`src/miss_pkg.sv`:
```
package miss_pkg;

    ////////////////////////////////////////////////////////////
    // address and data widths
    ////////////////////////////////////////////////////////////

    localparam int ADDR_W      = 28;    // l2 request word address
    localparam int LINE_ADDR_W = 26;    // memory line address
    localparam int WORD_SEL_W  = 2;     // 128-bit word within a line
    localparam int LINE_W      = 512;
    localparam int WORD_W      = 128;

    localparam int L2_INDEX_W  = 9;
    localparam int L2_TAG_W    = 18;    // valid bit + 17 address bits
    localparam int L1_INDEX_W  = 8;
    localparam int L1_TAG_W    = 19;    // valid bit + 18 address bits

    ////////////////////////////////////////////////////////////
    // slice positions within the request address
    ////////////////////////////////////////////////////////////

    // line address starts right above the word select
    localparam int LINE_LSB    = WORD_SEL_W;

    // both indexes start at the line address lsb
    // tags sit above their index
    localparam int L2_TAG_LSB  = LINE_LSB + L2_INDEX_W;    // bit 11
    localparam int L1_TAG_LSB  = LINE_LSB + L1_INDEX_W;    // bit 10

    ////////////////////////////////////////////////////////////
    // sequencer states
    ////////////////////////////////////////////////////////////

    typedef enum logic [2:0] {
        IDLE      = 3'd0,
        WRITE_MEM = 3'd1,   // dirty victim going out
        READ_MEM  = 3'd2,   // missing line coming in
        FILL_L1   = 3'd3,   // single cycle word forward to l1
        FILL_L2   = 3'd4    // wait for l2 to take the line
    } miss_state_t;

endpackage

```
`src/miss_req_if.sv`:
```
interface miss_req_if #(
    parameter int L2_WAYS = 4
);
    import miss_pkg::*;

    logic [LINE_ADDR_W-1:0]     line_addr;
    logic [WORD_SEL_W-1:0]      word_sel;
    logic [$clog2(L2_WAYS)-1:0] l2_way;     // way being refilled
    logic                       l1_way;     // 2-way l1, one bit
    logic                       to_icache;
    logic                       to_dcache;
    logic                       is_read;

    modport owner (
        output line_addr, word_sel, l2_way, l1_way,
        output to_icache, to_dcache, is_read
    );

    modport user (
        input  line_addr, word_sel, l2_way, l1_way,
        input  to_icache, to_dcache, is_read
    );

endinterface

```
`src/miss_sequencer.sv`:
```
module miss_sequencer (
    input  logic                             clk,
    input  logic                             arst_n,
    input  logic                             access_mem_clean,
    input  logic                             access_mem_dirty,
    input  logic                             mem_complete_w,
    input  logic                             mem_complete_r,
    input  logic                             l2_complete_w,
    miss_req_if.user                         req,
    input  logic [miss_pkg::LINE_ADDR_W-1:0] wb_addr,

    // strobes to the datapath blocks
    output logic                             accept,
    output logic                             accept_dirty,
    output logic                             line_capture,
    output logic                             l1_fill,
    output logic                             l2_fill,

    // memory side and status
    output logic                             mem_re,
    output logic                             mem_we,
    output logic [miss_pkg::LINE_ADDR_W-1:0] mem_addr,
    output logic                             memory_busy,
    output logic                             refill_done
);
    import miss_pkg::*;

    miss_state_t state;
    miss_state_t state_nxt;

    ////////////////////////////////////////////////////////////
    // next state
    ////////////////////////////////////////////////////////////

    always_comb begin
        state_nxt = state;
        case (state)
            IDLE: begin
                // clean wins when both are raised
                if (access_mem_clean) begin
                    state_nxt = READ_MEM;
                end else if (access_mem_dirty) begin
                    state_nxt = WRITE_MEM;
                end
            end
            WRITE_MEM: begin
                if (mem_complete_w) begin
                    state_nxt = READ_MEM;
                end
            end
            READ_MEM: begin
                if (mem_complete_r) begin
                    state_nxt = FILL_L1;
                end
            end
            FILL_L1: begin
                state_nxt = FILL_L2;    // always one cycle
            end
            FILL_L2: begin
                if (l2_complete_w) begin
                    state_nxt = IDLE;
                end
            end
            default: begin
                state_nxt = IDLE;
            end
        endcase
    end

    always_ff @(posedge clk or negedge arst_n) begin
        if (!arst_n) begin
            state <= IDLE;
        end else begin
            state <= state_nxt;
        end
    end

    ////////////////////////////////////////////////////////////
    // strobes
    ////////////////////////////////////////////////////////////

    assign accept       = (state == IDLE) & (access_mem_clean | access_mem_dirty);
    assign accept_dirty = (state == IDLE) & ~access_mem_clean & access_mem_dirty;
    assign line_capture = (state == READ_MEM) & mem_complete_r;
    assign l1_fill      = (state == FILL_L1);
    assign l2_fill      = (state == FILL_L1) | (state == FILL_L2);   // held until l2 acks

    ////////////////////////////////////////////////////////////
    // memory interface
    ////////////////////////////////////////////////////////////

    // level requests, held while memory is slow
    assign mem_we = (state == WRITE_MEM);
    assign mem_re = (state == READ_MEM);

    // victim address only during the write-back
    assign mem_addr = (state == WRITE_MEM) ? wb_addr : req.line_addr;

    assign memory_busy = (state != IDLE);
    assign refill_done = (state == FILL_L2) & l2_complete_w;

endmodule

```
`src/flat_wrapper.sv`:
```
// flat-port wrapper written by rule: the top's interface ports become plain ports
module miss_sequencer_flat import miss_pkg::*;
  (clk, arst_n, access_mem_clean, access_mem_dirty, mem_complete_w, mem_complete_r, l2_complete_w, wb_addr, accept, accept_dirty, line_capture, l1_fill, l2_fill, mem_re, mem_we, mem_addr, memory_busy, refill_done, req_line_addr, req_word_sel, req_l2_way, req_l1_way, req_to_icache, req_to_dcache, req_is_read);
  miss_req_if req_i ();
  input  logic clk;
  input  logic arst_n;
  input  logic access_mem_clean;
  input  logic access_mem_dirty;
  input  logic mem_complete_w;
  input  logic mem_complete_r;
  input  logic l2_complete_w;
  input  logic [miss_pkg::LINE_ADDR_W-1:0] wb_addr;
  output logic accept;
  output logic accept_dirty;
  output logic line_capture;
  output logic l1_fill;
  output logic l2_fill;
  output logic mem_re;
  output logic mem_we;
  output logic [miss_pkg::LINE_ADDR_W-1:0] mem_addr;
  output logic memory_busy;
  output logic refill_done;
  input wire logic [$bits(req_i.line_addr)-1:0] req_line_addr;
  input wire logic [$bits(req_i.word_sel)-1:0] req_word_sel;
  input wire logic [$bits(req_i.l2_way)-1:0] req_l2_way;
  input wire logic [$bits(req_i.l1_way)-1:0] req_l1_way;
  input wire logic [$bits(req_i.to_icache)-1:0] req_to_icache;
  input wire logic [$bits(req_i.to_dcache)-1:0] req_to_dcache;
  input wire logic [$bits(req_i.is_read)-1:0] req_is_read;
  assign req_i.line_addr = req_line_addr;
  assign req_i.word_sel = req_word_sel;
  assign req_i.l2_way = req_l2_way;
  assign req_i.l1_way = req_l1_way;
  assign req_i.to_icache = req_to_icache;
  assign req_i.to_dcache = req_to_dcache;
  assign req_i.is_read = req_is_read;
  miss_sequencer u_core (.clk(clk), .arst_n(arst_n), .access_mem_clean(access_mem_clean), .access_mem_dirty(access_mem_dirty), .mem_complete_w(mem_complete_w), .mem_complete_r(mem_complete_r), .l2_complete_w(l2_complete_w), .req(req_i), .wb_addr(wb_addr), .accept(accept), .accept_dirty(accept_dirty), .line_capture(line_capture), .l1_fill(l1_fill), .l2_fill(l2_fill), .mem_re(mem_re), .mem_we(mem_we), .mem_addr(mem_addr), .memory_busy(memory_busy), .refill_done(refill_done));
endmodule
```
`config.mk`:
```
export PLATFORM = sky130hd
export DESIGN_NAME = miss_sequencer_flat
export DESIGN_NICKNAME = d
export VERILOG_FILES = /design/src/miss_pkg.sv /design/src/miss_req_if.sv /design/src/miss_sequencer.sv /design/src/flat_wrapper.sv
export SDC_FILE = /design/constraint.sdc
export NUM_CORES = 1
export LEC_CHECK = 0
export ABC_CLOCK_PERIOD_IN_PS = 2820
export CORE_AREA = 2 2 39 41
export DETAILED_ROUTE_END_ITERATION = 12
export DIE_AREA = 0 0 41 43
export DONT_BUFFER_PORTS = 1
export HOLD_SLACK_MARGIN = 0.15
export SLEW_MARGIN = 20
export SYNTH_ARGS = -nofsm -noshare
export SYNTH_HDL_FRONTEND = slang
export SYNTH_SLANG_ARGS = --single-unit
```
`constraint.sdc`:
```
create_clock -name clk -period 2.82 [get_ports clk]
set_input_delay 0.141 -clock clk [delete_from_list [all_inputs] [get_ports clk]]
set_output_delay 0.141 -clock clk [all_outputs]
set_load 0.01 [all_outputs]
```
---- Word level (Yosys, flattened, before mapping) ----
Cells that the tools add are included.
W data, S select, Z words.
storage, ports and cells
  output and inout bits ................... 35
  input port bits ......................... 67
  register bits after elaboration ......... 3
cells by class
  bitwise gates (word level) .............. 8
  reductions and logical operators ........ 3
  muxes and demuxes ....................... 7
  eq/ne operators ......................... 8
operators with widths
  operator              number
  $mux W26              1
  $mux W3               5
  $pmux W3 S5           1
  $eq A3 B2 Y1 const B  2
  $ne A2 B2 Y1 const B  3
  $and A1 B1 Y1         5
  $reduce_and A4 Y1     1
  $eq A3 B1 Y1 const B  1
  $eq A3 B3 Y1 const B  1
  $logic_not A3 Y1      1
  $ne A3 B3 Y1 const B  1
  $reduce_bool A3 Y1    1
  $or A1 B1 Y1          2
  $not A1 Y1            1

---- Depth between registers and ports, before layout ----
Gate-level depths: netlist (run 1).
  depth after elaboration ................. 3
  depth in mapped cells ................... 5
  gate-level depth less buffers ........... 3

---- Least setup slack after synthesis (run 1) ----
OpenSTA, ideal clock, no wires.
  kind .................................... reg2out
  start point ............................. reg u_core.state[1]
  end point ............................... out accept_dirty
  stages on the path, launching flop included .. 4
  arrival ................................. 1287 ps
  path slack .............................. 1392 ps
  path through ............................ dfrtp_1 buf_6 or3_1 nor3b_1
on the way
  word-level cells in the longest chain between the ends .. 3
ends and longest elaborated chain
  item                        line                  text
  start: declaration          miss_sequencer.sv:28  miss_state_t state;
  start signal: assignment    miss_sequencer.sv:74  state <= state_nxt;
  $logic_not A3 Y1            miss_sequencer.sv:83  assign accept_dirty = (state == IDLE) & ~access_mem_clean & access_mem_dirty;
  $and A1 B1 Y1 (2 in a row)  miss_sequencer.sv:83
  end: declaration            flat_wrapper.sv:14    output logic accept_dirty;
No other way between the ends.

---- Worst setup path in the final report (run 1) ----
  start point ............................. reg u_core.state[0]
  end point ............................... reg u_core.state[0]
on the way
  word-level cells in the longest chain between the ends .. 3
  elaborated cells between the ends (all ways) .. 11
  those cells by class .................... eq/ne: 8; mux: 1; reduce/logical: 2
ends and longest elaborated chain
  item                                                           line                  text
  $eq A3 B3 Y1 (tied with other cells)                           miss_sequencer.sv:37  case (state)
  $ne A2 B2 Y1 (no source line) or $ne A3 B3 Y1 (tied branches)  n/a
  $reduce_and A4 Y1 (no source line)                             n/a
Several ways; a longest one is shown, not always the timed one.
A chain may end at the register's enable or synchronous reset.

==> results.ini, run 1 <==
[final_layout]
drive_gt1_frac = 0.484
top_regs = u_core.state: 3 flops
fillers = 136
layout_commonest_cell = mux2_4
n_antenna_cell = 0
fin_util = 0.508
area_growth_pct = 7.66
largest_register = u_core.state
largest_reg_flops = 3
nets = 132
most-common-layout-cells = 19 x mux2_4, 7 x mux2_2, 7 x dlygate4sd3_1, 5 x nor2_1

[worst_setup_path]
crit_buf_inv = 2
cpMostUsedCell = dlygate4sd3_1
slowest_delay_ps = 590
worst-path-max-fanout = 10
crit_family = buffers and inverters
start_kind = register
cp.required_ps = 2990
crit_type = reg -> reg
endpoint_kind = register
path_cells = or3b_1 -> dlygate4sd3_1 -> a221oi_1 -> dlygate4sd3_1
critPathArrivalTime_ps = 2480
cpMaxStageDelayCell = dlygate4sd3_1

[drt]
route.detailed.drc = 0
wl_per_cell_um = 17.1
wl_mm = 1.37
first_iter_violations = 1
viasPerCell = 6.19
via_count = 495
drt_first_pass_iters = 3
ant_nets = 0

[die]
ioPinCount = 102
core_area_um2 = 1380
die_x_um = 41
initial_core_util = 0.472
dieArea_um2 = 1760
fp-row-count = 14
die_h_um = 43

[grt]
antenna_found_initial = 0
grt_pass1_vias = 430
gr-total-overflow = 0
grt_pass1_wl_mm = 1.77
grt_use_total = 0.155
grt_max_degree = 26

[timing]
max_freq_mhz = 433
setup_viol = 0
fin_crit_sh = 0.820
report.final.slew_viol_count = 0
tightest_slew_ps = 398
hold_viol_final = 0
rsz0062_at_grt = no
period_needed_ps = 2310
setup-tns-final_ps = 0
max_slew_margin = 0.735
skew_ps = 2.19

[placed_design]
gp_congestion = 0.648
portBuffers = 0
dp.final_hpwl_mm = 1.14

[clocking]
cts_setup_buffers = 0
cts_sinks = 3
htree_levels = 1
cts_tree = yes
clock_path_buffers = 2
clock_latency_ps = 240
ctsHoldBuffers = 7
path_clk_slew_ps = 40
cts_resized = 0
cts_made_buffers = 3
cts_root_buf = clkbuf_4

[run]
maxCapViolCount = 0

[synthesis]
ys.warnings.count = 0
ys_seq_area_frac = 0.115
synth_seq_cells = 3
async_flop_share = 1.00
syn_inst = 57
synth_area_um2 = 653
ys_types = 19
synth_edf_count = 0
syn-mean-instance-area_um2 = 11.5
synth_ff_type = dfrtp_1
synth_fp_nets = 124

[power]
p_total_mw = 0.746
p_leak_nw = 0.316
peakVddDrop_mv = 0.594
power.density_nw_per_um2 = 1060

[status]
outcome = finished, final reports clean

[min_path]
hp-class = in -> async

-- Yosys cell counts, types with 2 or more instances --
library cell / number / area share
dfrtp_1: 3 / 0.11
inv_1: 2 / 0.011
nand2b_1: 2 / 0.019
nand2_1: 2 / 0.011
buf_12: 2 / 0.061
mux2_2: 7 / 0.12
a21oi_1: 2 / 0.015
nand3b_1: 2 / 0.023
mux2_4: 19 / 0.44
buf_6: 3 / 0.052
nor2_1: 5 / 0.029
-- per-layer routing --
| layer | part of all wire | GRT usage | vias up |
|---|---|---|---|
| met2 | 0.48 | 0.228 | 53 |
| met1 | 0.30 | 0.148 | 218 |
| met4 | 0.038 | 0.160 | 0 |
| li1 | - | - | 220 |
| met5 | 0 | 0 | - |
| met3 | 0.18 | 0.0576 | 4 |
-- stage by stage --
step	hold WS, ps	cells	area (um^2)	setup slack (ps)
6_report	161	80	703	508
4_1_cts	156	80	703	541
3_3_place_gp	-155	69	607	1110
5_1_grt	170	80	703	334
2_1_floorplan	-155	57	653	1390
3_5_place_dp	-155	69	607	1090
-- where the power goes --
| part | leakage (nW) | total, mW | switching (mW) | internal, mW |
|---|---|---|---|---|
| clock | 0.0150 | 0.0761 | 0.0230 | 0.0531 |
| sequential | 0.0377 | 0.119 | 0.0539 | 0.0652 |
| combinational | 0.263 | 0.551 | 0.260 | 0.291 |
-- final timing paths --
| check | slack (ps) | cells past startpoint | start | endpoint |
|---|---|---|---|---|
| max | 510 | 4 | u_core.state[0]$_DFFE_PN0P_ | u_core.state[0]$_DFFE_PN0P_ |
| min | 160 | 1 | arst_n | u_core.state[0]$_DFFE_PN0P_ |
| max reg2reg | 510 | 4 | u_core.state[0]$_DFFE_PN0P_ | u_core.state[0]$_DFFE_PN0P_ |
| min reg2reg | 700 | 2 | u_core.state[2]$_DFFE_PN0P_ | u_core.state[2]$_DFFE_PN0P_ |
| max in group asynchronous | 2510 | 1 | arst_n | u_core.state[1]$_DFFE_PN0P_ |
| min in group clk | 330 | 1 | access_mem_clean | accept_dirty |
-- final cells by class --
class,count,area [um^2],area share
Inverter,2,7.51,0.0107
Tap cell,16,20.0,0.0285
Sequential cell,3,75.1,0.107
Clock buffer,4,26.3,0.0374
Multi-Input combinational cell,47,497,0.706
Timing Repair Buffer,8,77.6,0.110
-- logic make-up after synthesis --
group | share of synthesized area
compound gates | 0.0479
flops | 0.115
mux | 0.557
buf+inv | 0.125
simple gates | 0.155
(Power assumes the default switching activity.)
==> inputs of run 2 (changes only) <==
- ABC_CLOCK_PERIOD_IN_PS: 2820 -> 2400
- clock period: 2.82 -> 2.4 ns (I/O delays scaled with it)
==> run 2 against run 1 <==
Effect of this change:
- final cell count up 5.0%
- register-to-register slack worse by 360 ps
- largest power group unchanged
- via count up 2.0%
- worst setup slack worse by 360 ps
- design area up 6.6%
- global-route usage down 0.27 points
- routed wire length up 3.4%
- critical endpoint unchanged
- utilization up 3.3 points
- die area unchanged
- largest cell class unchanged
- maximum frequency up 2.8%
- critical path depth unchanged
==> results.ini, run 2 (synthesis gave the netlist of run 1 again) <==
[grt]
gr-total-overflow = 0  ; unchanged
grt_use_total = 0.152  ; was 0.155
grt_pass1_wl_mm = 1.81  ; was 1.77 mm
antenna_found_initial = 0  ; unchanged
busiest_layer = met2  ; unchanged
grt_pass1_vias = 441  ; was 430
grt_max_degree = 26  ; unchanged
grt_use_met3 = 0.0733  ; was 0.0576
use_met1 = 0.159  ; was 0.148
met2_usage = 0.238  ; was 0.228

[power]
power.density_nw_per_um2 = 1260  ; was 1060 nW/um^2
seq_power_share = 0.146  ; was 0.159
power_frac_clock = 0.095  ; was 0.102
p_total_mw = 0.942  ; was 0.746 mW
combinationalPowerShare = 0.759  ; was 0.739
switching_power_mw = 0.410  ; was 0.337 mW
p_int_mw = 0.532  ; was 0.410 mW
swShare = 0.435  ; was 0.451
peakVddDrop_mv = 0.671  ; was 0.594 mV
p_leak_nw = 0.337  ; was 0.316 nW

[die]
fp-row-count = 14  ; unchanged
dieArea_um2 = 1760  ; unchanged
die_x_um = 41  ; unchanged
core_area_um2 = 1380  ; unchanged
die_h_um = 43  ; unchanged
ioPinCount = 102  ; unchanged
initial_core_util = 0.472  ; unchanged

[run]
maxCapViolCount = 0  ; unchanged

[clocking]
path_clk_slew_ps = 40  ; about the same
htree_levels = 1  ; unchanged
clock_latency_ps = 230  ; was 240 ps
clock_path_buffers = 2  ; unchanged
cts_root_buf = clkbuf_4  ; unchanged
cts_tree = yes  ; unchanged
cts_made_buffers = 3  ; unchanged
cts_sinks = 3  ; unchanged

[worst_setup_path]
cp.required_ps = 2560  ; was 2990 ps
critPathArrivalTime_ps = 2410  ; was 2480 ps
endpoint_kind = register  ; unchanged
rr_worst_depth = 4  ; unchanged
worst-path-max-fanout = 7  ; was 10
r2r_slack_ps = 150  ; was 510 ps
crit_type = reg -> reg  ; unchanged
start_kind = register  ; unchanged

[final_layout]
layout_commonest_cell = mux2_4  ; unchanged
n_antenna_cell = 0  ; unchanged
fillers = 129  ; was 136
largest_register = u_core.state  ; unchanged
final_area_um2 = 749  ; was 703 um^2
finalNonFillerCells = 84  ; was 80
nets = 136  ; was 132
top_regs = u_core.state: 3 flops  ; unchanged
largest_reg_flops = 3  ; unchanged
drive_gt1_frac = 0.515  ; was 0.484
fin_util = 0.542  ; was 0.508
area_growth_pct = 14.8  ; was 7.66%
most-common-layout-cells = 19 x mux2_4, 8 x dlygate4sd3_1, 7 x mux2_2, 5 x nor2_1  ; was 19 x mux2_4, 7 x mux2_2, 7 x dlygate4sd3_1, 5 x nor2_1

[timing]
rsz0062_at_grt = no  ; unchanged
max_slew_margin = 0.752  ; was 0.735
max_freq_mhz = 445  ; was 433 MHz
report.final.slew_viol_count = 0  ; unchanged
tightest_slew_ps = 371  ; was 398 ps
skew_ps = 2.72  ; was 2.19 ps
hold_viol_final = 0  ; unchanged
period_needed_ps = 2250  ; was 2310 ps
setup_viol = 0  ; unchanged
setup-tns-final_ps = 0  ; unchanged
setup_slack_ps = 152  ; was 508 ps
hold-worst-slack_ps = 292  ; was 161 ps
fin_crit_sh = 0.937  ; was 0.820

[placed_design]
preCtsSetupSlack_ps = 833  ; was 1090 ps
dpl_cell_area_um2 = 619  ; was 607 um^2
gp_congestion = 0.648  ; about the same
dp_cells = 69  ; unchanged
portBuffers = 0  ; unchanged
dp.final_hpwl_mm = 1.12  ; was 1.14 mm

[drt]
drt_first_pass_iters = 4  ; was 3
route.detailed.drc = 0  ; unchanged
via_count = 505  ; was 495
ant_nets = 0  ; unchanged
wl_mm = 1.42  ; was 1.37 mm
first_iter_violations = 5  ; was 1
viasPerCell = 6.01  ; was 6.19
wl_per_cell_um = 16.8  ; was 17.1 um

[min_path]
whs_path_depth = 1
hp-class = in -> out  ; was in -> async

[status]
outcome = finished, final reports clean  ; unchanged

[run 2: worst paths after layout]
check,start,to
min in group asynchronous,arst_n,u_core.state[1]$_DFFE_PN0P_
setup reg to reg,u_core.state[0]$_DFFE_PN0P_,u_core.state[0]$_DFFE_PN0P_
setup / recovery,u_core.state[0]$_DFFE_PN0P_,u_core.state[0]$_DFFE_PN0P_
max in group asynchronous,arst_n,u_core.state[0]$_DFFE_PN0P_
hold / removal,access_mem_clean,accept_dirty
hold reg to reg,u_core.state[2]$_DFFE_PN0P_,u_core.state[2]$_DFFE_PN0P_
[run 2: critical path, cell delays in order (launching register included)]
cell           delay, ps
dfrtp_2              430
or3b_1               370
dlygate4sd3_1        550
a221oi_1             230
dlygate4sd3_1        590
[run 2: layer usage]
layer,share of wire,vias up
li1,-,226
met1,0.33,229
met2,0.50,50
met3,0.17,0
met4,0,0
met5,0,-
[run 2: layout make-up]
| cell class | instances | area (um^2) | area share |
|---|---|---|---|
| timing repair buffer | 12 | 123 | 0.164 |
| inverter | 2 | 7.51 | 0.0100 |
| sequential | 3 | 76.3 | 0.102 |
| clock buffer | 4 | 26.3 | 0.0351 |
| tap | 16 | 20.0 | 0.0267 |
| multi-input combinational | 47 | 497 | 0.663 |
[run 2: power groups by stage]
stage	combinational, mW	sequential, mW	clock (mW)
after detailed placement	0.629	0.141	0
after global routing	0.780	0.145	0.103
after global placement	0.625	0.139	0
after CTS	0.676	0.140	0.0944
final	0.714	0.138	0.0898
after floorplan	0.706	0.0989	0
[run 2: what timing repair did]
item | CTS | global route
gates resized for setup | 0 | 1
setup buffers | 0 | 3
endpoints found under the hold margin | 6 | 0
hold buffers | 8 | 0
endpoints found under the setup margin | 0 | 1
