[config.mk]
export PLATFORM = sky130hd
export DESIGN_NAME = refill_router_flat
export DESIGN_NICKNAME = d
export VERILOG_FILES = /design/src/miss_pkg.sv /design/src/miss_req_if.sv /design/src/refill_router.sv /design/src/flat_wrapper.sv
export SDC_FILE = /design/constraint.sdc
export NUM_CORES = 1
export LEC_CHECK = 0
export BUFFER_PORTS_ARGS = -buffer_cell sky130_fd_sc_hd__buf_2
export CAP_MARGIN = 10
export CORE_AREA = 5 5 485 487
export DETAILED_ROUTE_END_ITERATION = 7
export DIE_AREA = 0 0 490 492
export SLEW_MARGIN = 5
export SYNTH_ARGS = -nofsm -noshare
export SYNTH_HDL_FRONTEND = slang
export SYNTH_SLANG_ARGS = --single-unit
[constraint.sdc]
create_clock -name clk -period 1 [get_ports clk]
set_input_delay 0.05 -clock clk [delete_from_list [all_inputs] [get_ports clk]]
set_output_delay 0.05 -clock clk [all_outputs]
set_load 0.01 [all_outputs]
[src/miss_pkg.sv]
package miss_pkg;

    ////////////////////////////////////////////////////////////
    // address and data widths
    ////////////////////////////////////////////////////////////

    localparam int ADDR_W      = 28;    // l2 request word address
    localparam int LINE_ADDR_W = 26;    // memory line address
    localparam int WORD_SEL_W  = 2;     // 128-bit word within a line
    localparam int LINE_W      = 512;
    localparam int WORD_W      = 128;

    localparam int L2_INDEX_W  = 9;
    localparam int L2_TAG_W    = 18;    // valid bit + 17 address bits
    localparam int L1_INDEX_W  = 8;
    localparam int L1_TAG_W    = 19;    // valid bit + 18 address bits

    ////////////////////////////////////////////////////////////
    // slice positions within the request address
    ////////////////////////////////////////////////////////////

    // line address starts right above the word select
    localparam int LINE_LSB    = WORD_SEL_W;

    // both indexes start at the line address lsb
    // tags sit above their index
    localparam int L2_TAG_LSB  = LINE_LSB + L2_INDEX_W;    // bit 11
    localparam int L1_TAG_LSB  = LINE_LSB + L1_INDEX_W;    // bit 10

    ////////////////////////////////////////////////////////////
    // sequencer states
    ////////////////////////////////////////////////////////////

    typedef enum logic [2:0] {
        IDLE      = 3'd0,
        WRITE_MEM = 3'd1,   // dirty victim going out
        READ_MEM  = 3'd2,   // missing line coming in
        FILL_L1   = 3'd3,   // single cycle word forward to l1
        FILL_L2   = 3'd4    // wait for l2 to take the line
    } miss_state_t;

endpackage

[src/miss_req_if.sv]
interface miss_req_if #(
    parameter int L2_WAYS = 4
);
    import miss_pkg::*;

    logic [LINE_ADDR_W-1:0]     line_addr;
    logic [WORD_SEL_W-1:0]      word_sel;
    logic [$clog2(L2_WAYS)-1:0] l2_way;     // way being refilled
    logic                       l1_way;     // 2-way l1, one bit
    logic                       to_icache;
    logic                       to_dcache;
    logic                       is_read;

    modport owner (
        output line_addr, word_sel, l2_way, l1_way,
        output to_icache, to_dcache, is_read
    );

    modport user (
        input  line_addr, word_sel, l2_way, l1_way,
        input  to_icache, to_dcache, is_read
    );

endinterface

[src/refill_router.sv]
module refill_router #(
    parameter int L2_WAYS = 4
) (
    input  logic                             clk,
    input  logic                             arst_n,
    input  logic                             line_capture,
    input  logic                             l1_fill,
    input  logic                             l2_fill,
    input  logic [miss_pkg::LINE_W-1:0]      mem_rd,
    miss_req_if.user                         req,

    // l2 refill
    output logic [L2_WAYS-1:0]               l2_block_we,
    output logic [miss_pkg::L2_INDEX_W-1:0]  l2_index_mem,
    output logic [miss_pkg::L2_TAG_W-1:0]    l2_tag_wd_mem,
    output logic                             wd_from_mem_en,
    output logic [miss_pkg::LINE_W-1:0]      refill_line,

    // l1 fill
    output logic [miss_pkg::WORD_W-1:0]      data_wd_l2_mem,
    output logic                             data_wd_l2_en_mem,
    output logic                             mem_wr_ic_en,
    output logic                             mem_wr_dc_en,
    output logic [1:0]                       ic_block_we,
    output logic [1:0]                       dc_block_we,
    output logic [miss_pkg::L1_INDEX_W-1:0]  l1_index_mem,
    output logic [miss_pkg::L1_TAG_W-1:0]    l1_tag_wd_mem
);
    import miss_pkg::*;

    logic [LINE_W-1:0] line_q;
    logic              l1_go;
    logic [1:0]        l1_way_oh;

    ////////////////////////////////////////////////////////////
    // line from memory
    ////////////////////////////////////////////////////////////

    always_ff @(posedge clk or negedge arst_n) begin
        if (!arst_n) begin
            line_q <= '0;
        end else if (line_capture) begin
            line_q <= mem_rd;   // taken on the mem_complete_r cycle
        end
    end

    assign refill_line = line_q;

    ////////////////////////////////////////////////////////////
    // l2 side
    ////////////////////////////////////////////////////////////

    // one-hot of the chosen way, only while the fill runs
    assign l2_block_we    = l2_fill ? (L2_WAYS'(1) << req.l2_way) : '0;
    assign wd_from_mem_en = l2_fill;

    // index is the low end of the line address
    assign l2_index_mem   = req.line_addr[L2_INDEX_W-1:0];
    assign l2_tag_wd_mem  = {1'b1, req.line_addr[L2_TAG_LSB-LINE_LSB +: L2_TAG_W-1]};

    ////////////////////////////////////////////////////////////
    // l1 side
    ////////////////////////////////////////////////////////////

    // write misses skip the l1 forward
    assign l1_go = l1_fill & req.is_read;

    assign l1_way_oh = {req.l1_way, ~req.l1_way};

    assign data_wd_l2_mem    = line_q[req.word_sel*WORD_W +: WORD_W];
    assign data_wd_l2_en_mem = l1_go;

    assign mem_wr_ic_en = l1_go & req.to_icache;
    assign mem_wr_dc_en = l1_go & req.to_dcache;

    assign ic_block_we  = mem_wr_ic_en ? l1_way_oh : 2'b00;
    assign dc_block_we  = mem_wr_dc_en ? l1_way_oh : 2'b00;

    // same index and tag go to whichever l1 is filled
    assign l1_index_mem  = req.line_addr[L1_INDEX_W-1:0];
    assign l1_tag_wd_mem = {1'b1, req.line_addr[L1_TAG_LSB-LINE_LSB +: L1_TAG_W-1]};

endmodule

[src/flat_wrapper.sv]
// flat-port wrapper written by rule: the top's interface ports become plain ports
module refill_router_flat import miss_pkg::*;
#(
    parameter int L2_WAYS = 4
)
  (clk, arst_n, line_capture, l1_fill, l2_fill, mem_rd, l2_block_we, l2_index_mem, l2_tag_wd_mem, wd_from_mem_en, refill_line, data_wd_l2_mem, data_wd_l2_en_mem, mem_wr_ic_en, mem_wr_dc_en, ic_block_we, dc_block_we, l1_index_mem, l1_tag_wd_mem, req_line_addr, req_word_sel, req_l2_way, req_l1_way, req_to_icache, req_to_dcache, req_is_read);
  miss_req_if #(.L2_WAYS(L2_WAYS)) req_i ();
  input  logic clk;
  input  logic arst_n;
  input  logic line_capture;
  input  logic l1_fill;
  input  logic l2_fill;
  input  logic [miss_pkg::LINE_W-1:0] mem_rd;
  output logic [L2_WAYS-1:0] l2_block_we;
  output logic [miss_pkg::L2_INDEX_W-1:0] l2_index_mem;
  output logic [miss_pkg::L2_TAG_W-1:0] l2_tag_wd_mem;
  output logic wd_from_mem_en;
  output logic [miss_pkg::LINE_W-1:0] refill_line;
  output logic [miss_pkg::WORD_W-1:0] data_wd_l2_mem;
  output logic data_wd_l2_en_mem;
  output logic mem_wr_ic_en;
  output logic mem_wr_dc_en;
  output logic [1:0] ic_block_we;
  output logic [1:0] dc_block_we;
  output logic [miss_pkg::L1_INDEX_W-1:0] l1_index_mem;
  output logic [miss_pkg::L1_TAG_W-1:0] l1_tag_wd_mem;
  input wire logic [$bits(req_i.line_addr)-1:0] req_line_addr;
  input wire logic [$bits(req_i.word_sel)-1:0] req_word_sel;
  input wire logic [$bits(req_i.l2_way)-1:0] req_l2_way;
  input wire logic [$bits(req_i.l1_way)-1:0] req_l1_way;
  input wire logic [$bits(req_i.to_icache)-1:0] req_to_icache;
  input wire logic [$bits(req_i.to_dcache)-1:0] req_to_dcache;
  input wire logic [$bits(req_i.is_read)-1:0] req_is_read;
  assign req_i.line_addr = req_line_addr;
  assign req_i.word_sel = req_word_sel;
  assign req_i.l2_way = req_l2_way;
  assign req_i.l1_way = req_l1_way;
  assign req_i.to_icache = req_to_icache;
  assign req_i.to_dcache = req_to_dcache;
  assign req_i.is_read = req_is_read;
  refill_router #(.L2_WAYS(L2_WAYS)) u_core (.clk(clk), .arst_n(arst_n), .line_capture(line_capture), .l1_fill(l1_fill), .l2_fill(l2_fill), .mem_rd(mem_rd), .req(req_i), .l2_block_we(l2_block_we), .l2_index_mem(l2_index_mem), .l2_tag_wd_mem(l2_tag_wd_mem), .wd_from_mem_en(wd_from_mem_en), .refill_line(refill_line), .data_wd_l2_mem(data_wd_l2_mem), .data_wd_l2_en_mem(data_wd_l2_en_mem), .mem_wr_ic_en(mem_wr_ic_en), .mem_wr_dc_en(mem_wr_dc_en), .ic_block_we(ic_block_we), .dc_block_we(dc_block_we), .l1_index_mem(l1_index_mem), .l1_tag_wd_mem(l1_tag_wd_mem));
endmodule
# ---- After elaboration in Yosys (flattened, before gate mapping)
# Cells that the tools add are included.
dict set report classes {
  bitwise_logic 4
  n_mux 3
  shifts 2
}
# cell count
set op_table {}
lappend op_table {{512-bit by 10-bit indexed part select with 128-bit output} 1}
lappend op_table {{2-bit 2-to-1 mux} 2}
lappend op_table {{4-bit 2-to-1 mux} 1}
lappend op_table {{1-bit by 2-bit << shifter with 4-bit output, first input constant} 1}
lappend op_table {{1-bit AND} 3}
lappend op_table {{1-bit inverter} 1}
dict set report word_totals {
  reg_bits 512
  inputBits 551
  word_cells 10
}

# ---- Longest topological paths before layout
# Gate-level depths: netlist of the first run.
dict set report logic_depth {
  ltp_word 3
  mapped_depth 4
  depth_no_buf 1
}

# ---- Worst setup path before layout of the first run
# No wires, ideal clock.
dict set report synth_timing {
  path_kind {input port to output port}
  from {in req_word_sel[0]}
  to {out data_wd_l2_mem[100] in the netlist's numbering}
  t_required_ns 0.950
  path_slack_ns 0.003
  arrival_ns 0.947
  path_stages 3
  cell_sequence {buf_6 > buf_12 > mux4_2}
}
dict set report synth_via {
  elab_chain_cells 1
}
# element line_no
set synth_lines {}
lappend synth_lines {{from (decl)} flat_wrapper.sv:28} ;# input wire logic [$bits(req_i.word_sel)-1:0] req_word_sel;
lappend synth_lines {{512-bit by 10-bit indexed part select with 128-bit output} refill_router.sv:70} ;# assign data_wd_l2_mem = line_q[req.word_sel*WORD_W +: WORD_W];
lappend synth_lines {{to (decl)} flat_wrapper.sv:19} ;# output logic [miss_pkg::WORD_W-1:0] data_wd_l2_mem;
# Every way passes these cells.

# ---- Worst setup path after layout of the first run
dict set report layout_timing {
  from {reg u_core.line_q[508], in the netlist u_core.refill_line[508]}
  to {out data_wd_l2_mem[124] in the netlist's numbering}
}
dict set report layout_via {
  elab_chain_cells 1
}
# element line_no
set layout_lines {}
lappend layout_lines {{from (decl)} refill_router.sv:31} ;# logic [LINE_W-1:0] line_q;
lappend layout_lines {{from (signal assigned)} refill_router.sv:43} ;# line_q <= mem_rd;
lappend layout_lines {{512-bit by 10-bit indexed part select with 128-bit output} refill_router.sv:70}
# Every way passes these cells.

==> run summary, run 1 <==
initial antenna violation count - 75
io pins - 1257
Buffers on Ports - 1176
Largest register FFs - 512
Post-CTS Hold Fix Bufs - 519
DPL Wire Length - 179 mm
DRT Pass-1 Iters - 5
Buf/Inv on CP - 1
Detail Route Antenna Nets - 0
vias in the first global route - 25600
P&R area growth vs syn - 130%
min cycle time layout - 1.88 ns
DRT met1 WL - 69.7 mm
Net Switching - 25500 uW
crit start category - flop
largest net degree at the start of global routing - 48
ys flop type - dfrtp_1
Worst EP required - 0.95 ns
CTS tree - done
WL per Instance - 30.7 um
failing checks - negative hold slack, negative setup slack
synthesized area per cell - 17.4 sq um
Post-Synthesis Cells - 1304
Core Util, Final - 22.6%
CP max FO - 2
H-tree depth - 3
Final #Nets - 4262
critical path's slowest cell - mux4_2
met3 WL post-DR - 37.4 mm
crit end category - output pin
crit-path cells - mux4_2 -> buf_12
Reg clk slew, reported paths - 0.06 ns
dpl ws - -0.401 ns
CTS Buf Count - 71
grt total ovfl - 0
Initial Utilization - 9.82%
RSZ-0062 raised after global routing - yes
Die Ht - 492 um
crit-path max cell delay - 0.59 ns
Comb power frac - 35.4%
Final WS setup - -0.881 ns
Leak - 0.0231 uW
sequential share of the synthesized area - 56.5%
final hold vios - 16
DRC violations left - 0
Clock Sinks - 512
Post-Synthesis Cell Area - 22700 sq um
Initial DRC Count - 1344
Seq cells post-synth - 512
CP arrival - 1.83 ns
status - complete, but fails checks
metal2 WL - 93.5 mm
Max Used Layer - met5
Least-Margin Pin Slew - 0.642 ns
EDFF count, synth - 0
Die Width - 490 um
# fillers - 24200
CTS max path bufs - 3
Routed Wire Length - 210 mm
period utilization - 188%
Layout Skew - 0 ns
worst min path class - in -> async
Core Region - 231000 sq um
clk_lat worst skew - 0.67 ns
Die Area - 241000 sq um
Top delay family on crit path - multiplexers
critical setup path kind - reg -> out
Final Slew Violations - 0
P per Cell Area - 1540 nW/um^2
warnings from Yosys - 0
Hold Slack - -0.0409 ns
Slew headroom - 57.0%
Max Clock Freq - 0.532 GHz
vias after detailed routing - 23500
post-synthesis async set-or-reset flop share - 100%
internal power - 54800 uW
# setup viols final - 784
global-route wire length before repair - 264 mm
CTS Root Cell - clkbuf_16
Clock Power Share - 33.5%
layout cells sized above 1 - 73.1%
Tot GR Track Use - 16.7%
Final Wtd Congestion - 0.993
FF+latch area - 12900 sq um
multi-input logic area - 8740 sq um
Via density - 3.43
Seq pwr share - 31.0%
maximum VDD drop - 0.00129 V
Max-Cap Viols - 0
switch share - 31.8%
count of cell types in the netlist - 15
Placement Rows - 177
through the flow:
stage	instances	TNS (ns)	power (uW)	area, sq um
3_3_place_gp	6005	-89.65	44300	36500
5_1_grt	6826	-378.41	83500	52100
2_1_floorplan	1305	0	30400	22700
6_report	6840	-321.89	80300	52200
3_5_place_dp	6005	-93.58	44400	36500
4_1_cts	6685	-367.51	79700	50300
per-layer routing:
| layer | track usage, % | vias up |
|---|---|---|
| li1 | - | 9764 |
| met1 | 16.5 | 11800 |
| met2 | 26.4 | 1488 |
| met3 | 13.4 | 366 |
| met4 | 5.59 | 40 |
| met5 | 0 | - |
worst min-delay path, stage by stage:
cell,delay (ns)
dlygate4sd3_1,0.60
buf_8,0.14
buf_12,0.19
power by group through the flow:
stage	combinational, uW	sequential, uW	clock (uW)
4_1_cts	27200	24800	27700
3_5_place_dp	19600	24900	0
5_1_grt	30100	25000	28300
6_report	28400	24900	26900
3_3_place_gp	19400	24900	0
2_1_floorplan	4930	25500	0
Yosys cell counts, types with 2 or more instances:
master | n | area, sq um
and3_1 | 3 | 18.8
mux2_2 | 512 | 5770
buf_6 | 4 | 45.0
buf_4 | 103 | 773
and3b_1 | 2 | 17.5
mux4_2 | 128 | 2880
and4b_1 | 2 | 20.0
and4_1 | 2 | 17.5
buf_12 | 10 | 200
buf_2 | 22 | 110
dfrtp_1 | 512 | 12800
repair_timing:
item | CTS | global route
setup endpoints to repair | 659 | 718
pin swaps | 0 | 0
setup buffers | 138 | 188
endpoints found under the hold margin | 1024 | 36
gates resized for setup | 1618 | 266
path summary, 6_finish.rpt:
check                                              from                       to  slack (ns)  cells past startpoint
worst min register to register  u_core.refill_line[312]  u_core.refill_line[312]        0.53                      1
worst max register to register   u_core.refill_line[96]   u_core.refill_line[96]       -0.19                      4
worst max-delay path            u_core.refill_line[508]      data_wd_l2_mem[124]       -0.88                      2
min in group clk                           line_capture  u_core.refill_line[403]        0.06                      4
worst min-delay path                             arst_n  u_core.refill_line[478]       -0.04                      3
max in group asynchronous                        arst_n  u_core.refill_line[361]        0.10                      4
placed cells by master, fill, tap and decap left out:
master         instances
buf_6                913
buf_2                582
dlygate4sd3_1        517
mux2_2               512
dfrtp_1              471
buf_4                204
buf_8                160
mux4_2               128
buf_12                97
clkbuf_16             74
dfrtp_2               41
diode_2               33
clkbuf_8              16
clkbuf_1              11
inv_6                  7
clkinv_2               6
inv_8                  4
bufinv_16              4
and3_1                 3
and4b_1                2
and3b_1                2
and4_1                 2
conb_1                 2
clkinv_4               2
and2_1                 1
nor3b_1                1
clkinvlp_4             1
clkinv_8               1
logic make-up after synthesis:
kind of cell / synth area share (%)
other: 0.0165
muxes: 38.1
DFF: 56.5
buffers and inverters: 4.99
and+or+nand+nor: 0.386
layout make-up:
cell class,count,share of cell area [%]
timing repair buffer,2473,46.5
sequential,512,24.7
multi-input combinational,653,16.8
tap,3043,7.30
clock buffer,101,4.05
clock inverter,25,0.571
antenna,33,0.158
Note: power is estimated with default switching activity, not from simulation.
==> run 2, diff against run 1 <==
Settings changed: PLACE_DENSITY set to 0.34.
==> run summary, run 2 (synthesis results as in run 1) <==
Reg clk slew, reported paths - 0.05 ns (was 0.06 ns)
P per Cell Area - 1520 nW/um^2 (was 1540 nW/um^2)
min cycle time layout - 1.85 ns (was 1.88 ns)
# setup viols final - 1113 (was 784)
Core Util, Final - 22.1% (was 22.6%)
Slew headroom - 46.5% (was 57.0%)
period utilization - 185% (was 188%)
Initial Utilization - 9.82% (unchanged)
RSZ-0062 raised after global routing - yes (unchanged)
crit start category - flop (unchanged)
dpl ws - -0.387 ns (was -0.401 ns)
failing checks - negative setup slack (was negative hold slack, negative setup slack)
FF+latch area - 12900 sq um (about the same)
critical path's slowest cell - mux4_2 (unchanged)
status - complete, but fails checks (unchanged)
CP max FO - 2 (unchanged)
vias after detailed routing - 22100 (was 23500)
Final Wtd Congestion - 0.907 (was 0.993)
layout cells sized above 1 - 73.0% (was 73.1%)
global-route wire length before repair - 228 mm (was 264 mm)
Buffers on Ports - 1176 (unchanged)
vias in the first global route - 24500 (was 25600)
initial antenna violation count - 27 (was 75)
Least-Margin Pin Slew - 0.800 ns (was 0.642 ns)
CTS tree - done (unchanged)
DRC violations left - 0 (unchanged)
Detail Route Antenna Nets - 0 (unchanged)
Final WS setup - -0.854 ns (was -0.881 ns)
Via density - 3.26 (was 3.43)
Core Region - 231000 sq um (unchanged)
DRT Pass-1 Iters - 5 (unchanged)
CTS Root Cell - clkbuf_16 (unchanged)
crit-path max cell delay - 0.54 ns (was 0.59 ns)
CP arrival - 1.80 ns (was 1.83 ns)
critical setup path kind - reg -> out (unchanged)
Final Slew Violations - 0 (unchanged)
Routed Wire Length - 174 mm (was 210 mm)
Buf/Inv on CP - 1 (unchanged)
Max Clock Freq - 0.539 GHz (was 0.532 GHz)
multi-input logic area - 8740 sq um (unchanged)
Clock Sinks - 512 (unchanged)
DPL Wire Length - 147 mm (was 179 mm)
Die Area - 241000 sq um (unchanged)
Placement Rows - 177 (unchanged)
WL per Instance - 25.6 um (was 30.7 um)
worst min path class - in -> out (was in -> async)
H-tree depth - 3 (unchanged)
maximum VDD drop - 0.00139 V (was 0.00129 V)
Tot GR Track Use - 13.9% (was 16.7%)
Top delay family on crit path - multiplexers (unchanged)
most common cell after layout, fill and taps aside - buf_6 (unchanged)
Worst EP required - 0.95 ns (about the same)
Largest register FFs - 512 (unchanged)
Max-Cap Viols - 0 (unchanged)
Initial DRC Count - 949 (was 1344)
largest net degree at the start of global routing - 36 (was 48)
Die Ht - 492 um (unchanged)
Layout Skew - 0 ns (unchanged)
crit end category - output pin (unchanged)
clk_lat worst skew - 0.66 ns (was 0.67 ns)
P&R area growth vs syn - 125% (was 130%)
Final #Nets - 4226 (was 4262)
CTS max path bufs - 3 (unchanged)
grt total ovfl - 0 (unchanged)
Die Width - 490 um (unchanged)
most frequent cells in the layout - 952 x buf_6, 614 x buf_2, 515 x dlygate4sd3_1 (was 913 x buf_6, 582 x buf_2, 517 x dlygate4sd3_1)
crit-path cells - mux4_2 -> buf_6 (was mux4_2 -> buf_12)
# fillers - 24800 (was 24200)
final hold vios - 0 (was 16)
CTS Buf Count - 73 (was 71)
io pins - 1257 (unchanged)
Leak - 0.0226 uW (was 0.0231 uW)
[run 2: power breakdown]
part	internal, uW	switching (uW)
clock network	16100	11000
logic	15100	10300
registers	22900	2130
[run 2: worst paths after layout]
path / startpoint / to / slack [ns] / cells past startpoint
hold / removal: req_line_addr[25] / l1_tag_wd_mem[17] / 0.10 / 0
setup / recovery: u_core.refill_line[49] / data_wd_l2_mem[49] / -0.85 / 2
min in group asynchronous: arst_n / u_core.refill_line[101] / 0.11 / 4
hold reg to reg: u_core.refill_line[372] / u_core.refill_line[372] / 0.54 / 1
setup reg to reg: u_core.refill_line[449] / u_core.refill_line[449] / -0.20 / 4
max in group asynchronous: arst_n / u_core.refill_line[274] / -0.40 / 4
[run 2: layout make-up]
type / instances / share of cell area [%]
antenna: 9 / 0.0441
clock buffer: 110 / 4.25
clock inverter: 23 / 0.534
multi-input combinational: 653 / 17.1
sequential: 512 / 25.2
tap: 3043 / 7.46
timing repair buffer: 2435 / 45.4
[run 2: what timing repair did]
action / 4_1_cts / 5_1_grt
endpoints found under the hold margin: 1024 / 0
gates resized for setup: 1188 / 425
endpoints found under the setup margin: 655 / 972
setup buffers: 81 / 189
hold buffers: 516 / 0
[run 2: routing by layer]
layer  global-route usage (%)  vias up  share of wire [%]
li1                         -     9649                  -
met3                     7.29      203                 12
met1                     15.1    11100                 37
met2                     23.0     1169                 47
met4                     4.88        8                4.2
met5                        0        -              0.029
[run 2: per-stage QoR]
step           hold slack, ns  setup TNS (ns)  instances  power [uW]  area (sq um)
2_1_floorplan          -0.246               0       1305       30400         22700
3_3_place_gp          0.00697          -93.03       6003       43000         36600
3_5_place_dp          0.00276          -94.38       6003       43000         36600
4_1_cts                0.0221         -370.02       6679       77300         48800
5_1_grt                0.0605         -378.70       6783       81200         51000
6_report                0.100         -331.70       6785       77600         51000
